File: src/rtl/rast_pkg.sv
/* Frame-buffer geometry, memory map, command encodings and job types shared by the
   rasterizer units and the testbench. Import with rast_pkg::*. */
package rast_pkg;

    localparam int fb_width_px = 32;
    localparam int fb_height_px = 16;
    localparam int fb_row_words = fb_width_px / 2;
    localparam int fb_words = fb_row_words * fb_height_px;

    typedef logic [28:0] addr_t;
    typedef logic [63:0] data_t;

    localparam addr_t fb_base_word = 29'h0000_1000;
    localparam addr_t prot_base_word = 29'h0000_0100;

    typedef struct packed {
        logic [7:0] red;
        logic [7:0] green;
        logic [7:0] blue;
    } color_t;

    typedef enum logic [7:0] {
        op_clear = 8'd1,
        op_draw  = 8'd4,
        op_swap  = 8'd6,
        op_end   = 8'd7
    } opcode_t;

    typedef enum logic [3:0] {
        st_idle,
        st_wait_data,
        st_wait_no_data,
        st_fetch,
        st_fetch_wait,
        st_decode,
        st_clear_wait,
        st_tri_next,
        st_vert_read,
        st_vert_wait,
        st_setup,
        st_draw_wait,
        st_swap_wait
    } seq_state_t;

    typedef struct packed {
        data_t v0;
        data_t v1;
        data_t v2;
    } triangle_t;

    typedef struct packed {
        logic [9:0]         x_min;
        logic [9:0]         x_max;
        logic [8:0]         y_min;
        logic [8:0]         y_max;
        addr_t              start_addr;
        logic signed [21:0] w0;
        logic signed [21:0] w1;
        logic signed [21:0] w2;
        logic signed [10:0] step_x0;
        logic signed [10:0] step_x1;
        logic signed [10:0] step_x2;
        logic signed [10:0] step_y0;
        logic signed [10:0] step_y1;
        logic signed [10:0] step_y2;
        color_t             color;
        logic               edge_test;
    } span_job_t;

    // Vertex and command word fields.
    function automatic logic [9:0] vert_x(input data_t w);
        return w[11:2];
    endfunction

    function automatic logic [8:0] vert_y(input data_t w);
        return w[23:15];
    endfunction

    function automatic color_t word_color(input data_t w);
        return color_t'(w[63:40]);
    endfunction

    function automatic logic [15:0] cmd_count(input data_t w);
        return w[31:16];
    endfunction

    // Two pixels per word, each as 0,b,g,r.
    function automatic data_t color_word(input color_t c);
        return {8'h00, c.blue, c.green, c.red, 8'h00, c.blue, c.green, c.red};
    endfunction

    // Drawing always targets the buffer that is not on display.
    function automatic addr_t back_base(input logic front);
        return front ? fb_base_word : fb_base_word + addr_t'(fb_words);
    endfunction

endpackage

File: src/rtl/pixel_write_if.sv
`timescale 1ns/100ps
/* Pixel-word write requests from the span writer to the command sequencer,
   which forwards them to the memory bus. */
interface pixel_write_if import rast_pkg::*; ();

    addr_t address;
    data_t data;
    logic  valid;
    logic  accept;

    modport initiator (
        output address,
        output data,
        output valid,
        input  accept
    );

    modport target (
        input  address,
        input  data,
        input  valid,
        output accept
    );

endinterface

File: src/rtl/span_writer.sv
`timescale 1ns/100ps
/* Walks a rectangle two pixels per word, for a clear fill or a triangle's box,
   and issues a write for every word that passes the edge test. */
module span_writer import rast_pkg::*; (
    input  logic      clock,
    input  logic      reset_n,
    input  logic      job_valid,
    input  span_job_t job,
    input  logic      fill_start,
    input  span_job_t fill_job,
    pixel_write_if.initiator wr,
    output logic      span_done
);

    span_job_t          src;
    span_job_t          cur;
    logic               active;
    logic               load;
    logic               advance;
    logic               row_end;
    logic               last;
    logic [9:0]         x;
    logic [8:0]         y;
    addr_t              row_addr;
    // Values for the next word and the next row, stepped one ahead.
    logic signed [21:0] w0;
    logic signed [21:0] w1;
    logic signed [21:0] w2;
    logic signed [21:0] w0_row;
    logic signed [21:0] w1_row;
    logic signed [21:0] w2_row;

    function automatic logic covered(input logic signed [21:0] a, b, c);
        return (a <= 0 && b <= 0 && c <= 0) || (a >= 0 && b >= 0 && c >= 0);
    endfunction

    assign src = fill_start ? fill_job : job;
    assign load = job_valid || fill_start;
    assign advance = active && (!wr.valid || wr.accept);
    assign row_end = (x == cur.x_max);
    assign last = row_end && (y == cur.y_max);

    always_ff @(posedge clock or negedge reset_n) begin
        if (!reset_n) begin
            active <= 1'b0;
            wr.valid <= 1'b0;
            span_done <= 1'b0;
        end else begin
            span_done <= 1'b0;
            if (load) begin
                active <= 1'b1;
                wr.valid <= !src.edge_test || covered(src.w0, src.w1, src.w2);
            end else if (advance) begin
                if (last) begin
                    active <= 1'b0;
                    wr.valid <= 1'b0;
                    span_done <= 1'b1;
                end else if (row_end) begin
                    wr.valid <= !cur.edge_test || covered(w0_row, w1_row, w2_row);
                end else begin
                    wr.valid <= !cur.edge_test || covered(w0, w1, w2);
                end
            end
        end
    end

    always_ff @(posedge clock) begin
        if (load) begin
            cur <= src;
            x <= src.x_min;
            y <= src.y_min;
            wr.address <= src.start_addr;
            wr.data <= color_word(src.color);
            row_addr <= src.start_addr + addr_t'(fb_row_words);
            w0 <= src.w0 + src.step_x0;
            w1 <= src.w1 + src.step_x1;
            w2 <= src.w2 + src.step_x2;
            w0_row <= src.w0 + src.step_y0;
            w1_row <= src.w1 + src.step_y1;
            w2_row <= src.w2 + src.step_y2;
        end else if (advance && !last) begin
            if (row_end) begin
                x <= cur.x_min;
                y <= y + 9'd1;
                wr.address <= row_addr;
                row_addr <= row_addr + addr_t'(fb_row_words);
                w0 <= w0_row + cur.step_x0;
                w1 <= w1_row + cur.step_x1;
                w2 <= w2_row + cur.step_x2;
                w0_row <= w0_row + cur.step_y0;
                w1_row <= w1_row + cur.step_y1;
                w2_row <= w2_row + cur.step_y2;
            end else begin
                x <= x + 10'd2;
                wr.address <= wr.address + 1'b1;
                w0 <= w0 + cur.step_x0;
                w1 <= w1 + cur.step_x1;
                w2 <= w2 + cur.step_x2;
            end
        end
    end

endmodule

File: src/flat_wrapper.sv
// flat-port wrapper written by rule: the top's interface ports become plain ports
module span_writer_flat import rast_pkg::*;
  (clock, reset_n, job_valid, job, fill_start, fill_job, span_done, wr_address, wr_data, wr_valid, wr_accept);
  pixel_write_if wr_i ();
  input  logic clock;
  input  logic reset_n;
  input  logic job_valid;
  input  span_job_t job;
  input  logic fill_start;
  input  span_job_t fill_job;
  output logic span_done;
  output wire logic [$bits(wr_i.address)-1:0] wr_address;
  output wire logic [$bits(wr_i.data)-1:0] wr_data;
  output wire logic [$bits(wr_i.valid)-1:0] wr_valid;
  input wire logic [$bits(wr_i.accept)-1:0] wr_accept;
  assign wr_address = wr_i.address;
  assign wr_data = wr_i.data;
  assign wr_valid = wr_i.valid;
  assign wr_i.accept = wr_accept;
  span_writer u_core (.clock(clock), .reset_n(reset_n), .job_valid(job_valid), .job(job), .fill_start(fill_start), .fill_job(fill_job), .wr(wr_i), .span_done(span_done));
endmodule
File: config.mk
export PLATFORM = sky130hd
export DESIGN_NAME = span_writer_flat
export DESIGN_NICKNAME = d
export VERILOG_FILES = /design/src/rtl/rast_pkg.sv /design/src/rtl/pixel_write_if.sv /design/src/rtl/span_writer.sv /design/src/flat_wrapper.sv
export SDC_FILE = /design/constraint.sdc
export NUM_CORES = 1
export LEC_CHECK = 0
export BUFFER_PORTS_ARGS = -buffer_cell sky130_fd_sc_hd__buf_2
export CELL_PAD_IN_SITES_DETAIL_PLACEMENT = 1
export CELL_PAD_IN_SITES_GLOBAL_PLACEMENT = 2
export CORE_UTILIZATION = 39
export CTS_BUF_LIST = sky130_fd_sc_hd__clkbuf_16
export DETAILED_ROUTE_END_ITERATION = 7
export PLACE_DENSITY_LB_ADDON = 0.1
export SKIP_CTS_REPAIR_TIMING = 1
export SLEW_MARGIN = 20
export SYNTH_ARGS = -nofsm -noshare
export SYNTH_HDL_FRONTEND = slang
export SYNTH_SLANG_ARGS = --single-unit
File: constraint.sdc
create_clock -name clock -period 19.5 [get_ports clock]
set_input_delay 2.925 -clock clock [delete_from_list [all_inputs] [get_ports clock]]
set_output_delay 2.925 -clock clock [all_outputs]
set_load 0.01 [all_outputs]
==> flow_metrics.tcl <==
set metrics [dict create \
    cp_num_buf_inv 2 \
    cts_buffers 44 \
    cap_viol_max_count 0 \
    die_h_um 278 \
    grt_usage 0.259 \
    dp_worst_setup_slack_ps 11630 \
    period_needed_ps 7240 \
    hp-class "reg -> reg" \
    synth.top_cell.area_share 0.333 \
    dieArea_sq_um 77200 \
    crit_arrival_ps 7550 \
    crit_chain "buf_8 > buf_4 > mux2_2 > ha_1 > o21ai_0 > o211ai_1 > a2111oi_0 > nor4_1 > a211oi_2 > o311ai_0 > xor2_1 > nor2_1 > a21oi_1" \
    worstSetupPathType "in -> reg" \
    synth_area_leaders "edfxtp_1 (33%), ha_1 (11%), mux2_2 (9.1%), a21oi_1 (4.8%), xnor2_1 (4.2%)" \
    hold-worst-slack_ps 569 \
    status "finished, final reports clean" \
    reg2reg_to "u_core.w1[20]" \
    max_stage_delay_ps 890 \
    drt_pass1_iterations 5 \
    port_buffers 531 \
    grt_first_pass_wirelength_um 157000 \
    wirelength_um 103000 \
    holdCritStartpoint "u_core.active" \
    path_delay_family "compound AO/OA/AOI/OAI gates" \
    top_layer "met5" \
    m1WireLength_um 46900 \
    cp_slowest_cell "a2111oi_0" \
    die_x_um 278 \
    nets 4276 \
    initial_utilization 0.397 \
    synth_seq_cells 332 \
    syn_to_final_growth_pct 16.2 \
    internal_power_w 0.00219 \
    setup_viol 0 \
    worst_pin_slew_ps 955 \
    synthTopCellsByCount "edfxtp_1 (329), a21oi_1 (284), ha_1 (259), mux2_2 (240), nor2_1 (228)" \
    drc 0 \
    grt_max_degree 168 \
    synth_cell_types 87 \
    critPathMaxFanout 102 \
    clkSinkCount 332 \
    rr_worst_depth 18 \
    drt_iter0_drc 1149 \
    power_frac_clock 0.231 \
    skew_ps 27.3 \
    synth_seq_area_share 0.336 \
    io_pins 548 \
    hold_depth 2 \
    synth_area_sq_um 29700 \
    multiInputGateArea_sq_um 18700 \
    globalplace.congestion 0.877 \
    antenna_found_initial 8 \
    vias_per_cell 5.67 \
    power.density_nw_per_um2 104 \
    timing.fmax_mhz 138 \
    core_sq_um 74800 \
    peakVddDrop_v 0.0000599 \
    clk_pin_slew_ps 60 \
    synth_edf_count 329 \
    relSlewSlack 0.347 \
    cts_tree "built" \
    critPathLaunchType "input port" \
    synthFlopType "edfxtp_1" \
    fin_cells 4561 \
    placed_cells 4475 \
    r2r_setup_slack_ps 14330 \
    ys_warn_count 0 \
    clock_path_buffers 3 \
    cts_root_buffer "clkbuf_16" \
    cp-end-kind "flip-flop" \
    total_power_w 0.00360 \
    holdPathEnd "u_core.span_done" \
    fin_crit_sh 0.371 \
    fill_cells 8683 \
    avgSynthCellArea_sq_um 9.64 \
    tns_ps 0 \
    async_flop_share 0.00904 \
    grt_pass1_vias 27036 \
    p_leak_nw 14.5 \
    clock_latency_ps 610 \
    synth_top_area_cell "edfxtp_1" \
    vias 25855 \
    p_sw_w 0.00141 \
    seq_area_sq_um 9950 \
    pwr-share-seq 0.313 \
    yosysMostFrequentCell "edfxtp_1" \
    rsz0062_at_grt "false" \
    met3WireLength_um 4140 \
    h-tree-depth 2 \
    swShare 0.393 \
    setup_slack_ps 12260 \
    antenna_left 0 \
    rows 100 \
    hold_viol 0 \
    final_max_slew_viol_count 0 \
    comb_power_share 0.455 \
    drive_gt1_frac 0.254 \
    wl_met2_um 50100 \
    wl_per_cell_um 22.5 \
    synthCells 3077 \
    cp.required_ps 19810 \
    r2r_start "u_core.x[1]" \
    overflow 0 \
    hpwl_um 81300 \
]
## layer usage
| layer | track usage | vias up |
|---|---|---|
| met3 | 0.0272 | 94 |
| met1 | 0.347 | 12692 |
| li1 | - | 12466 |
| met2 | 0.451 | 601 |
| met5 | 0 | - |
| met4 | 0.0507 | 2 |
## cell families (layout without fill, tap and decap cells)
group / Yosys count / after routing / share of synthesized area
and+or+nand+nor: 836 / 836 / 0.138
AOI/OAI and AO/OA: 857 / 857 / 0.185
adders and majority gates: 271 / 271 / 0.117
muxes: 283 / 283 / 0.106
xor gates and xnor gates: 278 / 278 / 0.0821
DFF: 332 / 332 / 0.336
buffers and inverters: 219 / 715 / 0.0366
other: 1 / 20 / 0.000126
## metrics by stage
stage | utilization | instance area [sq um]
2_1_floorplan | - | 29700
3_3_place_gp | 0.441 | 33000
3_5_place_dp | 0.441 | 33000
4_1_cts | 0.461 | 34500
5_1_grt | 0.461 | 34500
6_report | 0.461 | 34500
## power by group through the flow
| stage | Combinational (W) | Clock [W] | Sequential, W |
|---|---|---|---|
| finish | 0.00164 | 0.000834 | 0.00113 |
| global placement | 0.00157 | 0 | 0.00114 |
| detailed placement | 0.00162 | 0 | 0.00114 |
| floorplan | 0.00122 | 0 | 0.00108 |
| global route | 0.00182 | 0.000880 | 0.00115 |
| CTS | 0.00164 | 0.000857 | 0.00113 |
## tightest hold or removal path, delay by kind of cell (launching register included)
family / cells / cell delay [ps]
simple gates: 2 / 130
flops: 1 / 410
## cells in the final DEF, fill, tap and decap left out, types with 16 or more instances in the layout
cell type	instances
o211ai_1	17
nor4_1	38
nand4_1	32
clkbuf_16	44
o31ai_1	16
conb_1	16
nand3_1	60
inv_1	87
buf_2	530
and3_1	23
nor3_1	57
a211o_1	28
xor2_1	136
nor2b_1	50
o21a_1	45
xnor2_1	142
nand2_1	200
or3_1	24
mux2_2	240
nor2_1	227
a21o_1	79
nand2b_1	64
a21oi_1	284
edfxtp_1	329
mux2i_1	41
o21ai_0	174
ha_1	259
buf_4	17
a31oi_1	16
a211oi_1	36
o21bai_1	29
## sequential cells by signal, summed over array words and instances, names as in the netlist
| signal | flops |
|---|---|
| u_core.w2 | 22 |
| u_core.cur | 96 |
| u_core.wr.data | 24 |
| u_core.wr.valid | 1 |
| u_core.wr.address | 29 |
| u_core.y | 9 |
| u_core.w0 | 22 |
| u_core.active | 1 |
| u_core.x | 10 |
| u_core.w1_row | 22 |
| u_core.span_done | 1 |
| u_core.w0_row | 22 |
| u_core.w2_row | 22 |
| u_core.w1 | 22 |
| u_core.row_addr | 29 |
## area by class of cell
cell class              count  area share
diodes                      4    0.000290
well taps                 969      0.0352
multi-input cells        2541       0.543
inverters                  84     0.00936
flip-flops and latches    332       0.289
repair buffers            549      0.0816
clock buffers              44      0.0319
clock inverters            38      0.0105
## how the worst max path moves through the flow
stage | cells after the start | start | end | slack [ps]
2_1_floorplan | 3 | wr_accept | u_core.row_addr[10] | 8600
3_3_place_gp | 13 | fill_start | u_core.w1_row[21] | 11760
3_5_place_dp | 13 | fill_start | u_core.w1_row[19] | 11630
4_1_cts | 13 | fill_start | u_core.w1_row[19] | 12260
5_1_grt | 13 | fill_start | u_core.w1_row[19] | 12020
6_report | 13 | fill_start | u_core.w1_row[19] | 12260
Power figures use the tool's default switching activity.
