`src/rtl/rast_pkg.sv`:
```
/* Frame-buffer geometry, memory map, command encodings and job types shared by the
   rasterizer units and the testbench. Import with rast_pkg::*. */
package rast_pkg;

    localparam int fb_width_px = 32;
    localparam int fb_height_px = 16;
    localparam int fb_row_words = fb_width_px / 2;
    localparam int fb_words = fb_row_words * fb_height_px;

    typedef logic [28:0] addr_t;
    typedef logic [63:0] data_t;

    localparam addr_t fb_base_word = 29'h0000_1000;
    localparam addr_t prot_base_word = 29'h0000_0100;

    typedef struct packed {
        logic [7:0] red;
        logic [7:0] green;
        logic [7:0] blue;
    } color_t;

    typedef enum logic [7:0] {
        op_clear = 8'd1,
        op_draw  = 8'd4,
        op_swap  = 8'd6,
        op_end   = 8'd7
    } opcode_t;

    typedef enum logic [3:0] {
        st_idle,
        st_wait_data,
        st_wait_no_data,
        st_fetch,
        st_fetch_wait,
        st_decode,
        st_clear_wait,
        st_tri_next,
        st_vert_read,
        st_vert_wait,
        st_setup,
        st_draw_wait,
        st_swap_wait
    } seq_state_t;

    typedef struct packed {
        data_t v0;
        data_t v1;
        data_t v2;
    } triangle_t;

    typedef struct packed {
        logic [9:0]         x_min;
        logic [9:0]         x_max;
        logic [8:0]         y_min;
        logic [8:0]         y_max;
        addr_t              start_addr;
        logic signed [21:0] w0;
        logic signed [21:0] w1;
        logic signed [21:0] w2;
        logic signed [10:0] step_x0;
        logic signed [10:0] step_x1;
        logic signed [10:0] step_x2;
        logic signed [10:0] step_y0;
        logic signed [10:0] step_y1;
        logic signed [10:0] step_y2;
        color_t             color;
        logic               edge_test;
    } span_job_t;

    // Vertex and command word fields.
    function automatic logic [9:0] vert_x(input data_t w);
        return w[11:2];
    endfunction

    function automatic logic [8:0] vert_y(input data_t w);
        return w[23:15];
    endfunction

    function automatic color_t word_color(input data_t w);
        return color_t'(w[63:40]);
    endfunction

    function automatic logic [15:0] cmd_count(input data_t w);
        return w[31:16];
    endfunction

    // Two pixels per word, each as 0,b,g,r.
    function automatic data_t color_word(input color_t c);
        return {8'h00, c.blue, c.green, c.red, 8'h00, c.blue, c.green, c.red};
    endfunction

    // Drawing always targets the buffer that is not on display.
    function automatic addr_t back_base(input logic front);
        return front ? fb_base_word : fb_base_word + addr_t'(fb_words);
    endfunction

endpackage

```
`src/rtl/pixel_write_if.sv`:
```
`timescale 1ns/100ps
/* Pixel-word write requests from the span writer to the command sequencer,
   which forwards them to the memory bus. */
interface pixel_write_if import rast_pkg::*; ();

    addr_t address;
    data_t data;
    logic  valid;
    logic  accept;

    modport initiator (
        output address,
        output data,
        output valid,
        input  accept
    );

    modport target (
        input  address,
        input  data,
        input  valid,
        output accept
    );

endinterface

```
`src/rtl/command_sequencer.sv`:
```
`timescale 1ns/100ps
/* Fetches and decodes the command list, owns the memory port and runs the
   producer handshake and the front-buffer swap. */
module command_sequencer import rast_pkg::*; (
    input  logic      clock,
    input  logic      reset_n,
    input  logic      data_ready,
    output logic      busy,
    output addr_t     address,
    output logic      read,
    output logic      write,
    output data_t     writedata,
    input  logic      waitrequest,
    input  data_t     readdata,
    input  logic      readdatavalid,
    input  logic      fb_front_buffer,
    output logic      rast_front_buffer,
    pixel_write_if.target wr,
    output logic      setup_start,
    output triangle_t tri_out,
    output logic      fill_start,
    output span_job_t fill_job,
    input  logic      span_done
);

    seq_state_t  state;
    addr_t       pc;
    addr_t       rd_addr;
    data_t       cmd_word;
    logic [15:0] tri_count;
    logic [1:0]  vert_idx;
    logic        drawing;

    // The span writer owns the bus while a fill or triangle is running.
    assign drawing = (state == st_clear_wait) || (state == st_draw_wait);
    assign wr.accept = wr.valid && !waitrequest && drawing;
    assign write = wr.valid && drawing;
    assign address = drawing ? wr.address : rd_addr;
    assign writedata = wr.data;

    always_comb begin
        fill_job = '0;
        fill_job.x_max = 10'(fb_width_px - 2);
        fill_job.y_max = 9'(fb_height_px - 1);
        fill_job.start_addr = back_base(rast_front_buffer);
        fill_job.color = word_color(cmd_word);
        fill_job.edge_test = 1'b0;
    end

    always_ff @(posedge clock or negedge reset_n) begin
        if (!reset_n) begin
            state <= st_idle;
            busy <= 1'b0;
            read <= 1'b0;
            pc <= '0;
            tri_count <= '0;
            vert_idx <= '0;
            setup_start <= 1'b0;
            fill_start <= 1'b0;
            rast_front_buffer <= 1'b0;
        end else begin
            setup_start <= 1'b0;
            fill_start <= 1'b0;
            if (read && !waitrequest) begin
                read <= 1'b0;
            end
            case (state)
                st_idle: begin
                    state <= st_wait_data;
                end
                st_wait_data: begin
                    if (data_ready) begin
                        busy <= 1'b1;
                        state <= st_wait_no_data;
                    end
                end
                st_wait_no_data: begin
                    if (!data_ready) begin
                        pc <= prot_base_word;
                        state <= st_fetch;
                    end
                end
                st_fetch: begin
                    read <= 1'b1;
                    pc <= pc + 1'b1;
                    state <= st_fetch_wait;
                end
                st_fetch_wait: begin
                    if (readdatavalid) begin
                        state <= st_decode;
                    end
                end
                st_decode: begin
                    case (cmd_word[7:0])
                        op_clear: begin
                            fill_start <= 1'b1;
                            state <= st_clear_wait;
                        end
                        op_draw: begin
                            tri_count <= cmd_count(cmd_word);
                            state <= st_tri_next;
                        end
                        op_swap: begin
                            rast_front_buffer <= !rast_front_buffer;
                            state <= st_swap_wait;
                        end
                        default: begin
                            // END, or an unknown opcode, which aborts the list.
                            busy <= 1'b0;
                            state <= st_idle;
                        end
                    endcase
                end
                st_clear_wait: begin
                    if (span_done) begin
                        state <= st_fetch;
                    end
                end
                st_tri_next: begin
                    if (tri_count == '0) begin
                        state <= st_fetch;
                    end else begin
                        tri_count <= tri_count - 1'b1;
                        vert_idx <= '0;
                        state <= st_vert_read;
                    end
                end
                st_vert_read: begin
                    read <= 1'b1;
                    pc <= pc + 1'b1;
                    state <= st_vert_wait;
                end
                st_vert_wait: begin
                    if (readdatavalid) begin
                        if (vert_idx == 2'd2) begin
                            state <= st_setup;
                        end else begin
                            vert_idx <= vert_idx + 1'b1;
                            state <= st_vert_read;
                        end
                    end
                end
                st_setup: begin
                    setup_start <= 1'b1;
                    state <= st_draw_wait;
                end
                st_draw_wait: begin
                    if (span_done) begin
                        state <= st_tri_next;
                    end
                end
                st_swap_wait: begin
                    // No fetch until the display has taken the new front buffer.
                    if (fb_front_buffer == rast_front_buffer) begin
                        state <= st_fetch;
                    end
                end
                default: begin
                    state <= st_idle;
                end
            endcase
        end
    end

    always_ff @(posedge clock) begin
        if (state == st_fetch || state == st_vert_read) begin
            rd_addr <= pc;
        end
        if (readdatavalid && state == st_fetch_wait) begin
            cmd_word <= readdata;
        end
        if (readdatavalid && state == st_vert_wait) begin
            case (vert_idx)
                2'd0: tri_out.v0 <= readdata;
                2'd1: tri_out.v1 <= readdata;
                default: tri_out.v2 <= readdata;
            endcase
        end
    end

endmodule

```
`src/flat_wrapper.sv`:
```
// flat-port wrapper written by rule: the top's interface ports become plain ports
module command_sequencer_flat import rast_pkg::*;
  (clock, reset_n, data_ready, busy, address, read, write, writedata, waitrequest, readdata, readdatavalid, fb_front_buffer, rast_front_buffer, setup_start, tri_out, fill_start, fill_job, span_done, wr_address, wr_data, wr_valid, wr_accept);
  pixel_write_if wr_i ();
  input  logic clock;
  input  logic reset_n;
  input  logic data_ready;
  output logic busy;
  output addr_t address;
  output logic read;
  output logic write;
  output data_t writedata;
  input  logic waitrequest;
  input  data_t readdata;
  input  logic readdatavalid;
  input  logic fb_front_buffer;
  output logic rast_front_buffer;
  output logic setup_start;
  output triangle_t tri_out;
  output logic fill_start;
  output span_job_t fill_job;
  input  logic span_done;
  input wire logic [$bits(wr_i.address)-1:0] wr_address;
  input wire logic [$bits(wr_i.data)-1:0] wr_data;
  input wire logic [$bits(wr_i.valid)-1:0] wr_valid;
  output wire logic [$bits(wr_i.accept)-1:0] wr_accept;
  assign wr_i.address = wr_address;
  assign wr_i.data = wr_data;
  assign wr_i.valid = wr_valid;
  assign wr_accept = wr_i.accept;
  command_sequencer u_core (.clock(clock), .reset_n(reset_n), .data_ready(data_ready), .busy(busy), .address(address), .read(read), .write(write), .writedata(writedata), .waitrequest(waitrequest), .readdata(readdata), .readdatavalid(readdatavalid), .fb_front_buffer(fb_front_buffer), .rast_front_buffer(rast_front_buffer), .wr(wr_i), .setup_start(setup_start), .tri_out(tri_out), .fill_start(fill_start), .fill_job(fill_job), .span_done(span_done));
endmodule
```
`config.mk`:
```
export PLATFORM = sky130hd
export DESIGN_NAME = command_sequencer_flat
export DESIGN_NICKNAME = d
export VERILOG_FILES = /design/src/rtl/rast_pkg.sv /design/src/rtl/pixel_write_if.sv /design/src/rtl/command_sequencer.sv /design/src/flat_wrapper.sv
export SDC_FILE = /design/constraint.sdc
export NUM_CORES = 1
export LEC_CHECK = 0
export BUFFER_PORTS_ARGS = -buffer_cell sky130_fd_sc_hd__buf_2
export CORE_AREA = 10 10 257 259
export CTS_CLUSTER_SIZE = 24
export DETAILED_ROUTE_END_ITERATION = 7
export DIE_AREA = 0 0 267 269
export GPL_ROUTABILITY_DRIVEN = 0
export GPL_TIMING_DRIVEN = 0
export PLACE_DENSITY = 0.54
export SLEW_MARGIN = 20
export SYNTH_ARGS = -nofsm -noshare
export SYNTH_HDL_FRONTEND = slang
export SYNTH_SLANG_ARGS = --single-unit
```
`constraint.sdc`:
```
create_clock -name clock -period 6.92 [get_ports clock]
set_input_delay 0.346 -clock clock [delete_from_list [all_inputs] [get_ports clock]]
set_output_delay 0.346 -clock clock [all_outputs]
set_load 0.01 [all_outputs]
```
==> reports/results.ini, run 1 <==
[yosys]
ys_types = 69
ys.flop_type = edfxtp_1
synth.area.top_cells = edfxtp_1 (58%), buf_4 (15%), dfrtp_1 (10%)
synth_cells = 974
avgSynthCellArea_um2 = 14.34
mappedNetlistArea_um2 = 13970
ys_seq_elements = 325
synth_edf_count = 269
synth_top_cell_by_area = edfxtp_1
ys_warn_count = 0
synth_top_area_share_pct = 57.83
async_reset_ff_share_pct = 17.23
synth-seq-area-share_pct = 67.86

[floorplanning]
pin_count = 681
die_y_um = 269
dieWidth_um = 267
rows = 91
start_util_pct = 22.89
fp.dieArea_um2 = 71820
core_area_um2 = 61030

[drt]
routedWlPerCell_um = 18.88
routed.top_layer = met5
drt_iter0_drc = 391
wl_met1_um = 15590
dr.pass1.iters = 5
wirelength_um = 47500
wl_met2_um = 24380
drcViolationCount = 0
viasPerCell = 3.781
drtAntennaViolNets = 0
num_vias = 9513
wl_met3_um = 6397

[power]
intPower_w = 0.004051
power_frac_clock_pct = 35.6
switching_share_pct = 28.61
leakage_nw = 8.749
power.switching_w = 0.001624
total_power_w = 0.005674
powerDensity_nw_per_um2 = 287.2
pwr-share-seq_pct = 43.9
comb_power_share_pct = 20.4
ir_worst_vdd_mv = 0.2189

[clock_tree]
cts_max_level = 2
ctsHoldBuffers = 48
clock_path_buffers = 3
cts_tree = done
postCtsSetupRepairBufs = 0
cts_resized = 0
cts_buffers = 37
cts_sinks = 325
clkLatencyLatePin_ns = 0.55
cts_root_buffer = clkbuf_16
cts.clk_slew.worst_paths_ns = 0.06

[timing]
timing.fmax_mhz = 268.8
grt_setup_unrepaired = no
layout_worst_path_cycle_share_pct = 53.76
setup_violations = 0
finClkSkew_ns = 0.01821
drv_slew = 0
hold_viol = 0
worst_slack_ns = 3.200
tightest_slew_ns = 0.7921
period_needed_ns = 3.720
max_slew_margin_pct = 46.45

[grt]
grt_max_degree = 45
grt-ovfl-total = 0
grt_pass1_vias = 9951
antenna_found_initial = 6
grt_pass1_wl_um = 66910
track_usage_pct = 12.41

[placed_design]
dpl.hpwl_um = 38350
dp_cells = 2399
port-buffer-count = 417
pre_cts_ws_ns = 3.107

[critical_path]
cp_data_required_time_ns = 7.17
path_buf_inv = 8
crit_path_frequent_cell = buf_4
crit_family = buffers and inverters
crit_fanout = 10
cp_cell_sequence = clkbuf_1 > nand2b_1 > nor2_1 > nand2_1 > nor3_2 > buf_4 > buf_4 > buf_6 > buf_4 > buf_4 > buf_4 > buf_4
crit_slowest_cell = dfrtp_1
arrival_ns = 3.97
end_kind = flip-flop
max_stage_delay_ns = 0.44
setup.worst_path.start_class = flip-flop
crit_type = flip-flop to flip-flop

[layout]
regArea_um2 = 9479
area_delta_synth_final_pct = 41.45
multi_input_area_um2 = 2928
n_fill_cell = 6110
finalNetCount = 1866
stdcell_count = 2516
final_common_cell = buf_2
final_layout_size_suffix_gt1_share_pct = 48.35
final_cell_mix = buf_2 (427), buf_4 (298), edfxtp_1 (269)

[hold_path]
hold_path_class = primary input to flip-flop

[job]
drv_cap = 0

[run_status]
status = finished, final reports clean

-- synthesized netlist by cell type (all sizes together) (7+ instances only) --
cell type	number
mux2	29
a21oi	22
o21ai	24
mux2i	15
nor3	9
o31ai	9
inv	19
o211ai	7
nor4	9
dfrtp	56
nor2	28
clkbuf	13
nand2b	9
buf	295
edfxtp	269
nand4	9
nand3	13
nand2	51
-- metrics by stage --
| step | TNS (ns) | hold slack, ns | utilization [%] | area (um^2) |
|---|---|---|---|---|
| 2_1_floorplan | 0 | 0.05041 | - | 14710 |
| 3_3_place_gp | -412.99 | 0.4655 | 29.14 | 17780 |
| 3_5_place_dp | 0 | 0.3049 | 29.52 | 18010 |
| 4_1_cts | 0 | 0.0006484 | 32.37 | 19760 |
| 5_1_grt | 0 | 0.01514 | 32.37 | 19760 |
| 6_report | 0 | 0.03791 | 32.37 | 19760 |
-- path summary, 6_finish.rpt --
path / startpoint / slack, ns / cells after the start / endpoint
worst max-delay path: u_core.state[3] / 3.20 / 12 / u_core.tri_out[57]
max in group asynchronous: reset_n / 6.07 / 3 / u_core.tri_count[3]
worst min register to register: u_core.pc[28] / 0.48 / 0 / u_core.rd_addr[28]
min in group asynchronous: reset_n / 0.31 / 2 / u_core.pc[2]
worst min-delay path: readdata[22] / 0.04 / 1 / u_core.tri_out[22]
worst max register to register: u_core.state[3] / 3.20 / 12 / u_core.tri_out[57]
-- per-layer routing --
layer  global-route usage, %  vias up
li1                        -     4488
met1                   11.95     4446
met2                   22.48      519
met3                   6.738       58
met4                   3.624        2
met5                       0        -
-- power by group through the flow --
| stage | Sequential, W | Clock [W] | Combinational (W) |
|---|---|---|---|
| 2_1_floorplan | 0.00250 | 0 | 0.000736 |
| 3_3_place_gp | 0.00254 | 0 | 0.00110 |
| 3_5_place_dp | 0.00253 | 0 | 0.00114 |
| 4_1_cts | 0.00250 | 0.00209 | 0.00117 |
| 5_1_grt | 0.00252 | 0.00217 | 0.00128 |
| 6_report | 0.00249 | 0.00202 | 0.00116 |
-- kinds of logic after synthesis --
kind of cell	count (synthesis)	synth area share (%)
AOI/OAI and AO/OA	97	4.685
xor gates and xnor gates	7	0.4389
adders and majority gates	5	0.4479
buffers and inverters	327	16.67
DFF	325	67.86
muxes	44	3.413
other	2	0.05376
and+or+nand+nor	167	6.431
-- state kept, by name, summed over array words and instances (netlist names) --
signal and flops:
u_core.busy 1, u_core.cmd_word 48, u_core.fill_start 1, u_core.pc 29, u_core.rast_front_buffer 1, u_core.rd_addr 29, u_core.read 1, u_core.setup_start 1
u_core.state 4, u_core.tri_count 16, u_core.tri_out 192, u_core.vert_idx 2
-- cell type report --
| type | instances | area share (%) |
|---|---|---|
| Timing Repair Buffer | 486 | 14.02 |
| Inverter | 19 | 0.3610 |
| Clock inverter | 25 | 1.476 |
| Buffer | 308 | 11.42 |
| Clock buffer | 43 | 4.908 |
| Multi-Input combinational cell | 519 | 14.82 |
| Antenna cell | 1 | 0.01267 |
| Sequential cell | 325 | 47.98 |
| Tap cell | 790 | 5.003 |
(Power assumes the default switching activity.)
==> inputs of run 2 (changes only) <==
PLACE_DENSITY = 0.53   (was 0.54)
clock period = 3.6 ns   (was 6.92 ns; I/O delays follow)
==> run 2 against run 1 <==
Critical path depth is 2 lower. Die area stayed put. Clock skew is 0.0049 ns lower. Sequential share of layout area is 0.53 points lower. Critical endpoint is now u_core.tri_out[25].
==> reports/results.ini, run 2 (synthesis results as in run 1) <==
[clock_tree]
cts_buffers = 38
cts_resized = 0
cts_max_level = 2
cts.clk_slew.worst_paths_ns = 0.06
clock_path_buffers = 3
cts_sinks = 325
cts_tree = done
cts_root_buffer = clkbuf_16
clkLatencyLatePin_ns = 0.55

[floorplanning]
dieWidth_um = 267
fp.dieArea_um2 = 71820
rows = 91
core_area_um2 = 61030
pin_count = 681
die_y_um = 269
start_util_pct = 22.89

[drt]
viasPerCell = 3.761
dr.pass1.iters = 5
drcViolationCount = 0
num_vias = 9511
wirelength_um = 48410
routedWlPerCell_um = 19.14
drt_iter0_drc = 345
drtAntennaViolNets = 0

[critical_path]
reg2reg_from = u_core.state[3]
crit_type = flip-flop to flip-flop
setup.worst_path.start_class = flip-flop
cp-startpoint = u_core.state[3]
arrival_ns = 3.39
crit_fanout = 14
end_kind = flip-flop
cp_data_required_time_ns = 3.86

[job]
drv_cap = 0

[timing]
period_needed_ns = 3.131
finClkSkew_ns = 0.01334
layout_worst_path_cycle_share_pct = 86.97
tightest_slew_ns = 0.7640
fin_setup_tns_ns = 0
grt_setup_unrepaired = no
whs_ns = 0.1274
max_slew_margin_pct = 48.60
setup_violations = 0
timing.fmax_mhz = 319.4
drv_slew = 0
hold_viol = 0

[grt]
track_usage_pct = 12.68
antenna_found_initial = 2
grt_pass1_vias = 9938
grt_pass1_wl_um = 67580
grt-ovfl-total = 0
grt_max_degree = 48

[power]
powerDensity_nw_per_um2 = 548.2
leakage_nw = 8.796
ir_worst_vdd_mv = 0.4195
total_power_w = 0.01095

[layout]
final_layout_size_suffix_gt1_share_pct = 47.73
stdcell_count = 2529
final_area_um2 = 19980
final_cell_mix = buf_2 (420), buf_4 (292), edfxtp_1 (269)
finalNetCount = 1880
top_regs = u_core.tri_out: 192 flops, u_core.cmd_word: 48 flops
largest-register = u_core.tri_out
largest_reg_flops = 192
area_delta_synth_final_pct = 43.04
antenna_cells = 0
final_common_cell = buf_2

[run_status]
status = finished, final reports clean

[placed_design]
port-buffer-count = 417
placed_area_um2 = 18040
dpl.hpwl_um = 38340
dp_cells = 2393

[hold_path]
hold_start = readdatavalid
hold_path_class = primary input to flip-flop

## run 2: critical path, stage by stage (launching register included)
cell	delay [ns]
dfrtp_1	0.43
clkbuf_1	0.43
nand2b_1	0.19
nor2_1	0.39
nand2_1	0.15
nor3_4	0.31
buf_6	0.21
buf_8	0.18
buf_8	0.18
buf_8	0.18
buf_6	0.16
## run 2: what timing repair did
action                    in CTS  in global routing
hold buffers                  67                  0
setup buffers                  0                  0
hold endpoints to repair     298                  0
## run 2: cell type report
cell class,count,area (um^2)
buffer,308,2257
clock buffer,45,998.5
clock inverter,24,269.0
fill,6048,41050
inverter,19,71.32
multi-input combinational,519,2943
sequential,325,9479
tap,790,988.4
timing repair buffer,499,2974
## run 2: where the power goes
| group | internal, W | switching, W | leakage, nW | total, W |
|---|---|---|---|---|
| Clock | 0.00230 | 0.00162 | 0.600 | 0.00392 |
| Combinational | 0.000969 | 0.00128 | 5.04 | 0.00225 |
| Sequential | 0.00452 | 0.000269 | 3.16 | 0.00479 |
## run 2: final timing paths
kind / endpoint / cells past startpoint / slack, ns
max: u_core.tri_out[25] / 10 / 0.47
min: u_core.tri_out[19] / 3 / 0.13
max reg2reg: u_core.tri_out[25] / 10 / 0.47
min reg2reg: u_core.pc[28] / 1 / 0.49
max in group asynchronous: u_core.tri_count[5] / 3 / 2.93
min in group asynchronous: u_core.pc[8] / 2 / 0.14
## run 2: layer usage
layer  vias up  wire [um]  track usage, %
met1      4424      16320           12.47
met5         -         13               0
met3        63       6448           6.865
li1       4508          -               -
met2       514      24200           22.35
met4         2       1419           4.453
## run 2: stage by stage
step,utilization [%],setup slack [ns]
2_1_floorplan,-,0.4163
3_3_place_gp,29.18,-1.300
3_5_place_dp,29.56,0.4106
4_1_cts,32.74,0.4117
5_1_grt,32.74,0.2439
6_report,32.74,0.4690
==> inputs of run 3 (changes only) <==
CELL_PAD_IN_SITES_DETAIL_PLACEMENT = 0   (was default)
CELL_PAD_IN_SITES_GLOBAL_PLACEMENT = 1   (was default)
CORE_AREA = 10 10 254 256   (was 10 10 257 259)
DIE_AREA = 0 0 264 266   (was 0 0 267 269)
PLACE_DENSITY = 0.64   (was 0.53)
==> run 3 against run 2 <==
Critical path depth shrank 4. Sequential share of layout area rose by 0.21 points. Maximum frequency decreased by 4.7%. Via count shrank 0.25%. Routed wire length shrank 1.0%. Clock skew up 0.0049 ns. Sequential power barely moved. First-iteration DRC count rose by 4.3%. Power decreased by 1.7%. Non-clock buffer count decreased by 3. Flip-flop and latch count stayed put. Largest power group unchanged. Highest routed layer unchanged.
==> reports/results.ini, run 3 (synthesis results as in run 1) <==
[power]
power.switching_w = 0.003103
intPower_w = 0.007660
ir_worst_vdd_mv = 0.4944
powerDensity_nw_per_um2 = 541.0
power_frac_clock_pct = 34.6
switching_share_pct = 28.83
pwr-share-seq_pct = 44.5
total_power_w = 0.01076
leakage_nw = 8.775
comb_power_share_pct = 20.9

[drt]
wirelength_um = 47910
drcViolationCount = 0
routedWlPerCell_um = 19.02
num_vias = 9487
viasPerCell = 3.766
drtAntennaViolNets = 0
drt_iter0_drc = 360
dr.pass1.iters = 4

[placed_design]
port-buffer-count = 417
pre_cts_ws_ns = 0.6873
dpl.hpwl_um = 38000

[hold_path]
hold_path_class = primary input to flip-flop
hold_start = data_ready
hold_depth = 3
hold_end = u_core.busy

[floorplanning]
die_y_um = 266
rows = 90
core_area_um2 = 59680
pin_count = 681
dieWidth_um = 264
fp.dieArea_um2 = 70220
start_util_pct = 23.40

[layout]
finalNetCount = 1877
top_regs = u_core.tri_out: 192 flops, u_core.cmd_word: 48 flops
regArea_um2 = 9479
final_layout_size_suffix_gt1_share_pct = 47.52
largest-register = u_core.tri_out
area_delta_synth_final_pct = 42.42
final_cell_mix = buf_2 (420), buf_4 (291), edfxtp_1 (269)
n_fill_cell = 5909
largest_reg_flops = 192
multi_input_area_um2 = 2943
final_common_cell = buf_2

[critical_path]
reg2reg_from = u_core.state[3]
max_stage_delay_ns = 0.58
ff2ff_path_depth = 8
crit_slowest_cell = a31oi_2
r2r-end = u_core.tri_out[11]
crit_family = buffers and inverters
crit_path_frequent_cell = clkbuf_1
ff2ff_setup_slack_ns = 0.70
cp_data_required_time_ns = 3.42
end_kind = primary output
path_buf_inv = 3
crit_fanout = 10
crit_type = flip-flop to primary output
arrival_ns = 3.11
cp_cell_sequence = clkbuf_1 > nor2_1 > a31oi_2 > clkbuf_1 > mux2_2 > buf_2
setup.worst_path.start_class = flip-flop

[clock_tree]
cts_tree = done
cts_buffers = 38
clkLatencyLatePin_ns = 0.55
clock_path_buffers = 3
cts_resized = 0
cts_root_buffer = clkbuf_16
cts_sinks = 325
cts_max_level = 2
cts.clk_slew.worst_paths_ns = 0.05

[timing]
finClkSkew_ns = 0.01826
worst_slack_ns = 0.3129
hold_viol = 0
drv_slew = 0
grt_setup_unrepaired = no
max_slew_margin_pct = 48.90
tightest_slew_ns = 0.7595
period_needed_ns = 3.287
fin_setup_tns_ns = 0
timing.fmax_mhz = 304.2
layout_worst_path_cycle_share_pct = 91.31
setup_violations = 0

[grt]
track_usage_pct = 13.05
grt-ovfl-total = 0
grt_max_degree = 47
antenna_found_initial = 5
grt_pass1_wl_um = 69150
grt_pass1_vias = 9976

[job]
drv_cap = 0

[run_status]
status = finished, final reports clean

## run 3: how the worst max path moves through the flow
stage	startpoint	end	depth (start not counted)
6_report	u_core.state[0]	address[6]	6
5_1_grt	u_core.state[0]	address[9]	6
4_1_cts	u_core.state[0]	address[7]	6
3_5_place_dp	u_core.state[3]	u_core.tri_out[59]	8
3_3_place_gp	u_core.state[3]	u_core.tri_out[189]	4
2_1_floorplan	u_core.state[3]	u_core.tri_out[0]	5
## run 3: final cells by class
type / instances / area share, %
Tap cell: 782 / 4.918
Multi-Input combinational cell: 519 / 14.79
Clock inverter: 22 / 0.9434
Clock buffer: 47 / 5.157
Sequential cell: 325 / 47.65
Buffer: 308 / 11.35
Inverter: 19 / 0.3585
Timing Repair Buffer: 496 / 14.82
Antenna cell: 1 / 0.01258
## run 3: what timing repair did
action	4_1_cts	5_1_grt
hold buffers	66	0
hold endpoints to repair	297	0
buffers inserted	0	0
## run 3: tightest hold or removal path: stages
cell and delay, ns:
buf_2 0.14, a21oi_1 0.13, o2bb2ai_1 0.08
## run 3: power by group through the flow
| stage | Combinational [W] | Clock [W] | Sequential, W |
|---|---|---|---|
| floorplan | 0.00143 | 0 | 0.00479 |
| global placement | 0.00216 | 0 | 0.00486 |
| detailed placement | 0.00220 | 0 | 0.00486 |
| CTS | 0.00227 | 0.00388 | 0.00479 |
| global route | 0.00249 | 0.00402 | 0.00484 |
| finish | 0.00225 | 0.00373 | 0.00479 |
## run 3: through the flow
| step | instance area, um^2 | instances | hold slack, ns | util, % |
|---|---|---|---|---|
| after floorplan | 14730 | 1171 | -0.1156 | - |
| after global placement | 17800 | 2370 | 0.3768 | 29.82 |
| after detailed placement | 18020 | 2383 | 0.1486 | 30.19 |
| after CTS | 19890 | 2518 | 0.01520 | 33.33 |
| after global routing | 19890 | 2518 | 0.05359 | 33.33 |
| final | 19890 | 2519 | 0.04262 | 33.33 |
## run 3: layer usage
metal	GRT usage [%]	share of wire (%)	vias to the layer above
met2	23.09	51	481
met3	6.937	13	63
li1	-	-	4510
met4	3.923	2.4	8
met5	0	0.11	-
met1	13.02	34	4425
